<file path="src/sdmacPkg.sv">
// Shared SCSI DMA definitions: transfer state enum, FIFO geometry and data widths

package sdmacPkg;

    // Data widths
    localparam int WORD_W     = 32;              // Host longword
    localparam int BYTE_W     = 8;               // SCSI chip data bus

    // FIFO geometry
    localparam int FIFO_DEPTH = 8;               // Longword entries
    localparam int PTR_W      = 3;               // Next-in / next-out pointer width
    localparam int CNT_W      = 4;               // Entry count, holds 0..FIFO_DEPTH

    // SCSI transfer state machine states
    typedef enum logic [2:0] {
        IDLE     = 3'd0,                         // Waiting for CPU request or DREQ
        CPU_ACC  = 3'd1,                         // Chip select with RE or WE, two cycles
        CPU_TERM = 3'd2,                         // CPU cycle terminated, wait for AS low
        DMA_XFER = 3'd3,                         // Recheck DREQ and FIFO, then issue DACK
        DMA_REC  = 3'd4                          // Recovery, DACK pulse on the bus
    } scsiState;

    // Byte 0 of a longword sits in bits 31..24
    // Lane index inside the FIFO entry is (3 - byte pointer)

endpackage

</file>
<file path="src/scsiSm.sv">
// SCSI transfer state machine: CPU register access and DMA byte moves with DREQ/DACK

`timescale 1ns/1ps

module scsiSm (
    input  logic                        BCLK,
    input  logic                        CRESET_,
    // CPU side
    input  logic                        cpuReq_i,      // CPU wants a chip register
    input  logic                        cpuAs_i,       // Address strobe, high active
    input  logic                        cpuRw_i,       // 1 = read
    input  logic [sdmacPkg::BYTE_W-1:0] cpuWrData_i,
    // DMA control
    input  logic                        dmaEn_i,
    input  logic                        dmaDir_i,      // 0 = SCSI to memory
    // SCSI chip side
    input  logic                        dreqN_i,       // Low while chip has or wants a byte
    input  logic [sdmacPkg::BYTE_W-1:0] scsiDataIn_i,
    // FIFO status
    input  logic                        boEq3_i,       // Byte pointer at last lane
    input  logic                        fifoEmpty_i,
    input  logic                        fifoFull_i,
    input  logic [sdmacPkg::BYTE_W-1:0] outByte_i,     // FIFO byte at current pointer
    // Registered outputs
    output logic                        scsiCs_o,
    output logic                        re_o,
    output logic                        we_o,
    output logic                        dack_o,
    output logic                        ls2Cpu_o,      // CPU cycle termination
    output logic                        incBo_o,
    output logic                        incNi_o,
    output logic                        incNo_o,
    output logic                        lByte_o,
    output logic [sdmacPkg::BYTE_W-1:0] scsiDataOut_o,
    output logic [sdmacPkg::BYTE_W-1:0] cpuRdData_o
);

    sdmacPkg::scsiState state;
    sdmacPkg::scsiState stateNext;

    logic cpuReqS;                                      // Sampled CPU request
    logic dreqNS;                                       // Sampled DREQ, active low
    logic accCnt;                                       // Second cycle of CPU_ACC
    logic accCntNext;
    logic dmaReady;

    // Next values of the registered outputs
    logic csNext;
    logic reNext;
    logic weNext;
    logic dackNext;
    logic incBoNext;
    logic incNiNext;
    logic incNoNext;
    logic lByteNext;
    logic termSet;                                      // Raise ls2Cpu
    logic loadWr;                                       // CPU write data onto SCSI bus
    logic loadOut;                                      // FIFO byte onto SCSI bus
    logic loadRd;                                       // Latch chip data for CPU

    // Input synchronizers, one stage each
    always_ff @(posedge BCLK or negedge CRESET_) begin
        if (!CRESET_) begin
            cpuReqS <= 1'b0;
            dreqNS  <= 1'b1;                            // DREQ idle high
        end else begin
            cpuReqS <= cpuReq_i;
            dreqNS  <= dreqN_i;
        end
    end

    // Byte can move now: DREQ seen and room or data in the FIFO
    // Toward memory a full FIFO always has its byte pointer back at 0
    assign dmaReady = dmaEn_i && !dreqNS && (dmaDir_i ? !fifoEmpty_i : !fifoFull_i);

    always_comb begin
        stateNext  = state;
        accCntNext = accCnt;
        csNext     = 1'b0;
        reNext     = 1'b0;
        weNext     = 1'b0;
        dackNext   = 1'b0;
        incBoNext  = 1'b0;
        incNiNext  = 1'b0;
        incNoNext  = 1'b0;
        lByteNext  = 1'b0;
        termSet    = 1'b0;
        loadWr     = 1'b0;
        loadOut    = 1'b0;
        loadRd     = 1'b0;
        case (state)
            sdmacPkg::IDLE: begin
                if (cpuReqS && cpuAs_i && !ls2Cpu_o) begin   // CPU wins over DREQ
                    stateNext  = sdmacPkg::CPU_ACC;
                    csNext     = 1'b1;
                    reNext     = cpuRw_i;
                    weNext     = !cpuRw_i;
                    loadWr     = !cpuRw_i;
                    accCntNext = 1'b0;
                end else if (dmaReady) begin
                    stateNext = sdmacPkg::DMA_XFER;
                end
            end
            sdmacPkg::CPU_ACC: begin
                if (!accCnt) begin                      // Hold strobes one more cycle
                    csNext     = 1'b1;
                    reNext     = re_o;
                    weNext     = we_o;
                    accCntNext = 1'b1;
                end else begin
                    stateNext = sdmacPkg::CPU_TERM;
                    termSet   = 1'b1;
                    loadRd    = re_o;                   // Chip data valid while RE high
                end
            end
            sdmacPkg::CPU_TERM: begin
                if (!cpuAs_i) stateNext = sdmacPkg::IDLE;   // CPU ended its cycle
            end
            sdmacPkg::DMA_XFER: begin
                // DREQ may have been released meanwhile
                if (dmaReady) begin
                    stateNext = sdmacPkg::DMA_REC;
                    dackNext  = 1'b1;
                    incBoNext = 1'b1;
                    if (dmaDir_i) begin                 // FIFO to SCSI
                        weNext    = 1'b1;
                        incNoNext = boEq3_i;            // Last lane retires the entry
                        loadOut   = 1'b1;
                    end else begin                      // SCSI to FIFO
                        reNext    = 1'b1;
                        lByteNext = 1'b1;
                        incNiNext = boEq3_i;            // Last lane completes the entry
                    end
                end else begin
                    stateNext = sdmacPkg::IDLE;
                end
            end
            sdmacPkg::DMA_REC: stateNext = sdmacPkg::IDLE;   // One idle cycle per byte
            default: stateNext = sdmacPkg::IDLE;
        endcase
    end

    // State and control outputs
    always_ff @(posedge BCLK or negedge CRESET_) begin
        if (!CRESET_) begin
            state    <= sdmacPkg::IDLE;
            accCnt   <= 1'b0;
            scsiCs_o <= 1'b0;
            re_o     <= 1'b0;
            we_o     <= 1'b0;
            dack_o   <= 1'b0;
            incBo_o  <= 1'b0;
            incNi_o  <= 1'b0;
            incNo_o  <= 1'b0;
            lByte_o  <= 1'b0;
            ls2Cpu_o <= 1'b0;
        end else begin
            state    <= stateNext;
            accCnt   <= accCntNext;
            scsiCs_o <= csNext;
            re_o     <= reNext;
            we_o     <= weNext;
            dack_o   <= dackNext;
            incBo_o  <= incBoNext;
            incNi_o  <= incNiNext;
            incNo_o  <= incNoNext;
            lByte_o  <= lByteNext;
            ls2Cpu_o <= (termSet | ls2Cpu_o) & cpuAs_i;  // Held until AS drops
        end
    end

    // Data paths
    always_ff @(posedge BCLK) begin
        if (loadWr) scsiDataOut_o <= cpuWrData_i;
        else if (loadOut) scsiDataOut_o <= outByte_i;
        if (loadRd) cpuRdData_o <= scsiDataIn_i;
    end

endmodule

</file>
<file path="src/dmaFifo.sv">
// Longword DMA FIFO: byte pointer, big-endian byte lanes, host push/pop and count flags

`timescale 1ns/1ps

module dmaFifo (
    input  logic                        BCLK,
    input  logic                        CRESET_,
    // SCSI side
    input  logic [sdmacPkg::BYTE_W-1:0] scsiByte_i,    // Byte from the chip
    input  logic                        lByte_i,       // Load byte into current lane
    input  logic                        incBo_i,       // Step byte pointer
    input  logic                        incNi_i,       // Entry complete from SCSI
    input  logic                        incNo_i,       // Entry drained to SCSI
    // Host side
    input  logic                        hostPush_i,    // Whole longword in
    input  logic [sdmacPkg::WORD_W-1:0] pushWord_i,
    input  logic                        hostPop_i,     // Head longword out
    // Status and data
    output logic                        boEq3_o,
    output logic                        fifoEmpty_o,
    output logic                        fifoFull_o,
    output logic [sdmacPkg::BYTE_W-1:0] outByte_o,
    output logic [sdmacPkg::WORD_W-1:0] headWord_o
);

    localparam int LANES = sdmacPkg::WORD_W / sdmacPkg::BYTE_W;

    // Entries split into byte lanes, lane 3 is byte 0
    logic [LANES-1:0][sdmacPkg::BYTE_W-1:0] fifoMem [sdmacPkg::FIFO_DEPTH];

    logic [sdmacPkg::PTR_W-1:0] nextIn;
    logic [sdmacPkg::PTR_W-1:0] nextOut;
    logic [sdmacPkg::CNT_W-1:0] count;
    logic [1:0]                 bytePtr;                // Shared by both directions
    logic [1:0]                 laneIdx;
    logic                       push;
    logic                       pop;

    assign push    = incNi_i | hostPush_i;
    assign pop     = incNo_i | hostPop_i;
    assign laneIdx = 2'd3 - bytePtr;                    // Big-endian lane select

    // Pointers and count
    always_ff @(posedge BCLK or negedge CRESET_) begin
        if (!CRESET_) begin
            nextIn  <= '0;
            nextOut <= '0;
            count   <= '0;
            bytePtr <= 2'd0;
        end else begin
            if (push) nextIn <= nextIn + 1'b1;          // Wraps at depth
            if (pop) nextOut <= nextOut + 1'b1;
            case ({push, pop})
                2'b10:   count <= count + 1'b1;
                2'b01:   count <= count - 1'b1;
                default: count <= count;                // Both or neither
            endcase
            if (incBo_i) bytePtr <= bytePtr + 1'b1;     // 3 wraps back to 0
        end
    end

    // Storage
    always_ff @(posedge BCLK) begin
        if (hostPush_i) begin
            fifoMem[nextIn] <= pushWord_i;              // Whole longword from memory
        end else if (lByte_i) begin
            fifoMem[nextIn][laneIdx] <= scsiByte_i;     // One lane from the chip
        end
    end

    // Read side, all from the head entry
    assign headWord_o = fifoMem[nextOut];
    assign outByte_o  = fifoMem[nextOut][laneIdx];

    // Flags
    assign boEq3_o     = (bytePtr == 2'd3);
    assign fifoEmpty_o = (count == '0);
    assign fifoFull_o  = (count == sdmacPkg::CNT_W'(sdmacPkg::FIFO_DEPTH));

endmodule

</file>
<file path="src/hostPort.sv">
// Host memory port: moves whole longwords between the FIFO and a req/ack memory bus

`timescale 1ns/1ps

module hostPort (
    input  logic                        BCLK,
    input  logic                        CRESET_,
    input  logic                        dmaEn_i,
    input  logic                        dmaDir_i,      // 0 = FIFO drains to memory
    input  logic                        fifoEmpty_i,
    input  logic                        fifoFull_i,
    input  logic [sdmacPkg::WORD_W-1:0] headWord_i,    // Oldest FIFO longword
    input  logic [sdmacPkg::WORD_W-1:0] memRdData_i,
    input  logic                        memAck_i,      // Ends the memory cycle
    output logic                        memReq_o,      // Also the busy state
    output logic                        memWr_o,
    output logic [sdmacPkg::WORD_W-1:0] memWrData_o,
    output logic                        hostPush_o,
    output logic                        hostPop_o,
    output logic [sdmacPkg::WORD_W-1:0] pushWord_o
);

    logic startWr;
    logic startRd;
    logic settle;                                       // FIFO flags still catching up

    assign settle  = hostPush_o | hostPop_o;
    assign startWr = !memReq_o && !settle && dmaEn_i && !dmaDir_i && !fifoEmpty_i;
    assign startRd = !memReq_o && !settle && dmaEn_i && dmaDir_i && !fifoFull_i;

    // Idle / request state and FIFO strobes
    always_ff @(posedge BCLK or negedge CRESET_) begin
        if (!CRESET_) begin
            memReq_o   <= 1'b0;
            memWr_o    <= 1'b0;
            hostPush_o <= 1'b0;
            hostPop_o  <= 1'b0;
        end else begin
            hostPush_o <= 1'b0;
            hostPop_o  <= 1'b0;
            if (memReq_o) begin
                if (memAck_i) begin                     // Longword done
                    memReq_o   <= 1'b0;
                    hostPop_o  <= memWr_o;
                    hostPush_o <= !memWr_o;
                end
            end else if (startWr) begin
                memReq_o <= 1'b1;
                memWr_o  <= 1'b1;
            end else if (startRd) begin
                memReq_o <= 1'b1;
                memWr_o  <= 1'b0;
            end
        end
    end

    // Longword holding registers
    always_ff @(posedge BCLK) begin
        if (startWr) memWrData_o <= headWord_i;         // Stable for the whole request
        if (memReq_o && memAck_i && !memWr_o) pushWord_o <= memRdData_i;
    end

endmodule

</file>
<file path="src/sdmacScsiTop.sv">
// SCSI DMA top level: transfer state machine, longword FIFO and host memory port

`timescale 1ns/1ps

module sdmacScsiTop (
    input  logic                        BCLK,
    input  logic                        CRESET_,
    // SCSI chip side
    input  logic                        dreqN_i,
    input  logic [sdmacPkg::BYTE_W-1:0] scsiDataIn_i,
    output logic                        dack_o,
    output logic                        re_o,
    output logic                        we_o,
    output logic                        scsiCs_o,
    output logic [sdmacPkg::BYTE_W-1:0] scsiDataOut_o,
    // CPU side
    input  logic                        cpuReq_i,
    input  logic                        cpuAs_i,
    input  logic                        cpuRw_i,
    input  logic [sdmacPkg::BYTE_W-1:0] cpuWrData_i,
    output logic [sdmacPkg::BYTE_W-1:0] cpuRdData_o,
    output logic                        ls2Cpu_o,
    // DMA control
    input  logic                        dmaEn_i,
    input  logic                        dmaDir_i,
    // Memory side
    output logic                        memReq_o,
    output logic                        memWr_o,
    output logic [sdmacPkg::WORD_W-1:0] memWrData_o,
    input  logic [sdmacPkg::WORD_W-1:0] memRdData_i,
    input  logic                        memAck_i
);

    // State machine to FIFO
    logic incBo;
    logic incNi;
    logic incNo;
    logic lByte;
    // FIFO status
    logic boEq3;
    logic fifoEmpty;
    logic fifoFull;
    logic [sdmacPkg::BYTE_W-1:0] outByte;
    logic [sdmacPkg::WORD_W-1:0] headWord;
    // Host port to FIFO
    logic hostPush;
    logic hostPop;
    logic [sdmacPkg::WORD_W-1:0] pushWord;

    scsiSm uScsiSm (
        .BCLK(BCLK), .CRESET_(CRESET_),
        .cpuReq_i(cpuReq_i), .cpuAs_i(cpuAs_i), .cpuRw_i(cpuRw_i), .cpuWrData_i(cpuWrData_i),
        .dmaEn_i(dmaEn_i), .dmaDir_i(dmaDir_i),
        .dreqN_i(dreqN_i), .scsiDataIn_i(scsiDataIn_i),
        .boEq3_i(boEq3), .fifoEmpty_i(fifoEmpty), .fifoFull_i(fifoFull), .outByte_i(outByte),
        .scsiCs_o(scsiCs_o), .re_o(re_o), .we_o(we_o), .dack_o(dack_o), .ls2Cpu_o(ls2Cpu_o),
        .incBo_o(incBo), .incNi_o(incNi), .incNo_o(incNo), .lByte_o(lByte),
        .scsiDataOut_o(scsiDataOut_o), .cpuRdData_o(cpuRdData_o)
    );

    dmaFifo uDmaFifo (
        .BCLK(BCLK), .CRESET_(CRESET_),
        .scsiByte_i(scsiDataIn_i), .lByte_i(lByte),    // Chip data straight into the lane
        .incBo_i(incBo), .incNi_i(incNi), .incNo_i(incNo),
        .hostPush_i(hostPush), .pushWord_i(pushWord), .hostPop_i(hostPop),
        .boEq3_o(boEq3), .fifoEmpty_o(fifoEmpty), .fifoFull_o(fifoFull),
        .outByte_o(outByte), .headWord_o(headWord)
    );

    hostPort uHostPort (
        .BCLK(BCLK), .CRESET_(CRESET_),
        .dmaEn_i(dmaEn_i), .dmaDir_i(dmaDir_i),
        .fifoEmpty_i(fifoEmpty), .fifoFull_i(fifoFull), .headWord_i(headWord),
        .memRdData_i(memRdData_i), .memAck_i(memAck_i),
        .memReq_o(memReq_o), .memWr_o(memWr_o), .memWrData_o(memWrData_o),
        .hostPush_o(hostPush), .hostPop_o(hostPop), .pushWord_o(pushWord)
    );

endmodule

</file>
<file path="config.mk">
export PLATFORM = sky130hd
export DESIGN_NAME = sdmacScsiTop
export DESIGN_NICKNAME = d
export VERILOG_FILES = /design/src/sdmacPkg.sv /design/src/scsiSm.sv /design/src/dmaFifo.sv /design/src/hostPort.sv /design/src/sdmacScsiTop.sv
export SDC_FILE = /design/constraint.sdc
export NUM_CORES = 1
export LEC_CHECK = 0
export BUFFER_PORTS_ARGS = -buffer_cell sky130_fd_sc_hd__buf_2
export CAP_MARGIN = 5
export CORE_MARGIN = 5
export CORE_UTILIZATION = 55
export DETAILED_ROUTE_END_ITERATION = 10
export GPL_TIMING_DRIVEN = 0
export PLACE_DENSITY_LB_ADDON = 0.1
export SLEW_MARGIN = 20
export SYNTH_ARGS = -nofsm -noshare
export SYNTH_HDL_FRONTEND = slang
export SYNTH_SLANG_ARGS = --single-unit
</file>
<file path="constraint.sdc">
create_clock -name BCLK -period 10.1 [get_ports BCLK]
set_clock_uncertainty 0.2 [all_clocks]
set_input_delay 2.02 -clock BCLK [delete_from_list [all_inputs] [get_ports BCLK]]
set_output_delay 2.02 -clock BCLK [all_outputs]
set_load 0.02 [all_outputs]
</file>
==> metrics, run 1 <==
PwrDens=283 nW/um^2; die height=173 um; syn_area_per_cell=17.2 um^2; Die W=173 um; Reg power frac=41.9%; leakage=5.82 nW; Detail Route Antenna Nets=0; post-synth top area cell=edfxtp_1; fin crit period=4.15 ns; Worst Path Required=10.01 ns; CTS Sinks=366; hold_buf cts=0; total grt overflow=0; CTS buffer count=38; Startpoint Class=input pin; RSZ-0062 raised after global routing=no; Site Rows=59; Synth top area share=69.2%; Syn Inst Count=847; post-placement setup slack=5.55 ns; wire per inst=26.2 um; count leader, synth=edfxtp_1; setup ws final=5.95 ns; #FFs+latches synth=366; CTS tree=yes; Total Power=0.00476 W; Hold Crit Class=flop to flop; final worst path period share=41.1%; switching part of the total power=32.7%; CP Class=input pin to flop; post-CTS setup buffer count=0; Final Setup Violations=0; global-route wire length before repair=53000 um; largest net degree at the start of global routing=31; Post-synth ARST share=8.20%; Clock transition at path regs=0.06 ns; core area=26100 um^2; Rel. slew slack=31.8%; CTS resizes=0; via count=8214; initial antenna violation count=4; CTS root buf=clkbuf_16; initial DRC count=807; n_diodes=0; Synth Net Count=913; Detailed Place HPWL=24500 um; Yosys Warn Count=0; PortBufs=110; # Max-Cap Violations=0; Initial Util=55.9%; maximum clock rate=241 MHz; Avg Vias per Cell=6.01; share of layout cells above drive strength 1=28.6%; Routed WL=35800 um; total negative slack=0 ns; mapped cell area=14600 um^2; Remaining DRCs=0; Most used DFF post-synth=edfxtp_1; Clock Latency Late Sink=0.52 ns; switching power=0.00156 W; Combinational Power Share=30.2%; Pins Over Slew Limit=0; outcome=finished, final reports clean; Max H-tree Level=2; Syn-to-layout area delta=15.5%; number of global-route vias before repair=8196; Worst EP arrival=4.06 ns; post-synthesis sequential area ratio=74.4%; full die area=29900 um^2; Netlist cell types=44; clock share of power=27.8%; crit path capture type=flop; worst vdd ir=176 uV; Internal Power=0.00320 W; Nets=1069; Post-synth top cells=edfxtp_1, mux2_2, nor2_1, a211oi_1, nor2b_1; Hold Vio Cnt, Final=0; GRT Total Usage=23.8%; CP Max Fanout=10; Tightest Pin Transition=1.02 ns; I/O Pins=112; maximum clock path buffer count=3; Synth area leaders=edfxtp_1, mux2_2, dfrtp_1; DRT Pass-1 Iters=5; number of synthesized flops with an enable pin=336; Final GP Congestion=0.902
-- final timing paths --
path | startpoint | endpoint | slack [ns] | cells after the start
min | uScsiSm.state[2] | uScsiSm.state[1] | 0.30 | 1
max in group asynchronous | CRESET_ | uDmaFifo.nextOut[1] | 7.90 | 1
max reg2reg | uScsiSm.state[0] | uScsiSm.scsiDataOut_o[7] | 6.92 | 6
min in group asynchronous | CRESET_ | uScsiSm.scsiCs_o | 1.35 | 1
max | cpuAs_i | uScsiSm.scsiDataOut_o[7] | 5.95 | 6
min reg2reg | uScsiSm.state[2] | uScsiSm.state[1] | 0.30 | 1
-- flip-flops by register name (all words and copies together), names as in the netlist, 2 cells and up --
signal,cells
uDmaFifo.fifoMem,256
uHostPort.memWrData_o,32
uHostPort.pushWord_o,32
uScsiSm.cpuRdData_o,8
uScsiSm.scsiDataOut_o,8
uDmaFifo.count,4
uDmaFifo.nextIn,3
uDmaFifo.nextOut,3
uScsiSm.state,3
uDmaFifo.bytePtr,2
-- placed cells by master, fill, tap and decap left out, types with 22 or more instances in the layout --
cell and count:
edfxtp_1 336, mux2_2 80, dfrtp_1 29, clkbuf_16 41, nor2b_1 36, buf_2 122
o22ai_1 35, clkbuf_1 29, a211oi_2 22, nor2_1 54, mux2i_1 34, a211oi_1 39
-- layout make-up --
type                    count  area (um^2)
clock inverters            11         77.6
clock buffers              57         1110
plain buffers              40          256
well taps                 335          419
multi-input cells         434         3460
inverters                   7         26.3
flip-flops and latches    366        10800
fillers                  1816         9230
repair buffers            116          643
-- power by group through the flow --
stage | sequential (W) | combinational (W) | clock, W
after CTS | 0.00199 | 0.00143 | 0.00134
after detailed placement | 0.00202 | 0.00142 | 0
after global routing | 0.00201 | 0.00152 | 0.00141
after global placement | 0.00202 | 0.00138 | 0
final | 0.00200 | 0.00144 | 0.00133
after floorplan | 0.00206 | 0.000866 | 0
-- cell families after synthesis --
family / Yosys count / synth area share [%]
buffers and inverters: 47 / 1.94
adders and majority gates: 9 / 0.773
muxes: 133 / 9.98
AOI/OAI and AO/OA: 142 / 7.48
xor gates and xnor gates: 11 / 0.661
and+or+nand+nor: 139 / 4.78
DFF: 366 / 74.4
-- per-layer routing --
metal	vias up	share of wire, %	GRT usage (%)
met5	-	0	0
met4	0	2.9	6.71
met3	76	8.7	5.66
met2	379	45	35.7
met1	4105	44	35.2
li1	3654	-	-
-- stage by stage --
stage               hold slack [ns]  instances  util, %  instance area (um^2)
floorplan                     0.249        847        -                 14600
global placement              0.282       1292     59.7                 15500
detailed placement            0.283       1298     60.1                 15700
CTS                           0.296       1366     64.6                 16800
global route                  0.335       1366     64.6                 16800
finish                        0.304       1366     64.6                 16800
-- critical path, stage by stage --
cell,delay (ns)
buf_2,0.14
nand4b_1,0.14
or2_1,0.12
clkbuf_1,0.50
clkbuf_1,0.57
nand2_1,0.57
Power figures use the tool's default switching activity.
==> inputs of run 2 (changes only) <==
--- a/config.mk
+++ b/config.mk
@@ -8,7 +8,7 @@
 export BUFFER_PORTS_ARGS = -buffer_cell sky130_fd_sc_hd__buf_2
 export CAP_MARGIN = 5
 export CORE_MARGIN = 5
-export CORE_UTILIZATION = 55
+export CORE_UTILIZATION = 54
 export DETAILED_ROUTE_END_ITERATION = 10
 export GPL_TIMING_DRIVEN = 0
 export PLACE_DENSITY_LB_ADDON = 0.1
==> constraint.sdc (replaced) <==
create_clock -name BCLK -period 3.6 [get_ports BCLK]
set_clock_uncertainty 0.2 [all_clocks]
set_input_delay 0.72 -clock BCLK [delete_from_list [all_inputs] [get_ports BCLK]]
set_output_delay 0.72 -clock BCLK [all_outputs]
set_load 0.02 [all_outputs]
==> run 2 against run 1 <==
Against the previous run: critical path depth unchanged; clock power rose to 2.8 times the previous value; hold slack got worse by 0.27 ns; first-iteration DRC count down 3.7%; core utilization decreased by 1.8 points; flip-flop and latch count unchanged; critical endpoint is now uScsiSm.scsiDataOut_o[5].
==> metrics, run 2 (synthesis results as in run 1) <==
outcome=finished, final reports clean; via count=8149; maximum clock rate=324 MHz; CP Max Fanout=10; CTS root buf=clkbuf_16; CTS buffer count=39; Layout Utilization=62.7%; GRT Total Usage=23.0%; die height=174 um; Hold Crit Class=input pin to async pin; Clock transition at path regs=0.06 ns; Detailed Place HPWL=24200 um; CP Class=flop to flop; hold_buf cts=0; Pins Over Slew Limit=0; Final GP Congestion=0.873; full die area=30400 um^2; biggest regs=uDmaFifo.fifoMem x256, uHostPort.memWrData_o x32, uHostPort.pushWord_o x32; CTS Sinks=366; Max H-tree Level=2; Syn-to-layout area delta=15.4%; placed instance count=1301; area of placed instances=15600 um^2; Non-Filler Instances=1371; Hold Vio Cnt, Final=0; post-CTS setup buffer count=0; crit-path cells=nand2_1, clkbuf_1, o22ai_1, a211oi_1, a22oi_1, a31oi_1; Fill cells=1930; final worst path period share=85.7%; number of global-route vias before repair=8090; Tightest Pin Transition=1.06 ns; Avg Vias per Cell=5.94; Nets=1067; CP bufs+invs=1; most frequent cells in the layout=edfxtp_1, buf_2, mux2_2; share of layout cells above drive strength 1=28.8%; Crit path max-delay family=compound AO/OA/AOI/OAI gates; worst reg2reg setup slack=0.52 ns; Reg with most FFs=uDmaFifo.fifoMem; largest net degree at the start of global routing=31; # Max-Cap Violations=0; Initial Util=54.4%; Die W=174 um; max reg flops=256; Slowest-stage cell, CP=a211oi_1; DRT Pass-1 Iters=6; wire per inst=25.5 um; I/O Pins=112; Worst EP arrival=3.23 ns; core area=26800 um^2; Site Rows=60; Remaining DRCs=0; Clock Latency Late Sink=0.53 ns; PwrDens=789 nW/um^2; Routed WL=35000 um; initial DRC count=777; PortBufs=110; total grt overflow=0; most common cell after layout, fill and taps aside=edfxtp_1; worst vdd ir=470 uV; Total Power=0.0133 W; max incr delay on CP=0.80 ns; CTS resizes=0; Rel. slew slack=29.0%; CTS tree=yes; Worst Path Required=3.74 ns; Layout Cell Area excl Fill=16800 um^2; RSZ-0062 raised after global routing=no; leakage=5.81 nW; Final Setup Violations=0; maximum clock path buffer count=3; Startpoint Class=flop; Detail Route Antenna Nets=0; n_diodes=0; WHS=0.0389 ns; fin crit period=3.08 ns; crit path capture type=flop; initial antenna violation count=2; global-route wire length before repair=51400 um
## run 2: cell types whose count changed in the layout (fill, tap and decap cells not counted), sizes merged
cell and delta:
clkbuf -2, clkinv +6, buf -3, inv -1, clkinvlp -1
## run 2: area by class of cell
| class | count | area, um^2 | area share (%) |
|---|---|---|---|
| timing repair buffer | 113 | 608 | 3.62 |
| inverter | 7 | 26.3 | 0.156 |
| buffer | 40 | 256 | 1.53 |
| multi-input combinational | 434 | 3470 | 20.6 |
| clock inverter | 15 | 100 | 0.595 |
| tap | 341 | 427 | 2.54 |
| clock buffer | 55 | 1090 | 6.47 |
| sequential | 366 | 10800 | 64.5 |
## run 2: worst register-to-register path: stages, from the launching register on
cell      delay, ns
dfrtp_1        0.44
nand2_1        0.22
clkbuf_1       0.60
o22ai_1        0.21
a211oi_1       0.80
a22oi_1        0.18
a31oi_1        0.25
## run 2: final timing paths
kind,start,end,cells past startpoint
setup reg to reg,uDmaFifo.nextOut[1],uScsiSm.scsiDataOut_o[5],6
hold reg to reg,uScsiSm.state[2],uScsiSm.state[1],1
setup / recovery,uDmaFifo.nextOut[1],uScsiSm.scsiDataOut_o[5],6
max in group asynchronous,CRESET_,uScsiSm.incNo_o,1
min in group BCLK,dreqN_i,uScsiSm.dreqNS,1
hold / removal,CRESET_,uHostPort.memReq_o,1
## run 2: where the power goes
part	switching (W)	total, W	internal [W]
clock	0.00153	0.00371	0.00218
combinational	0.00259	0.00397	0.00138
sequential	0.000199	0.00560	0.00540
total	0.00432	0.0133	0.00896
## run 2: metrics by stage
stage | TNS, ns | setup slack (ns)
6_report | 0 | 0.516
5_1_grt | 0 | 0.522
4_1_cts | 0 | 0.691
3_5_place_dp | 0 | 0.563
3_3_place_gp | -25.90 | -0.495
2_1_floorplan | 0 | 0.790
## run 2: routing by layer
layer	up-vias	wire length, um	GRT usage [%]
met3	79	3180	5.20
met1	4051	15200	33.9
met2	380	15400	34.4
met4	0	1160	7.29
met5	-	0	0
li1	3639	-	-
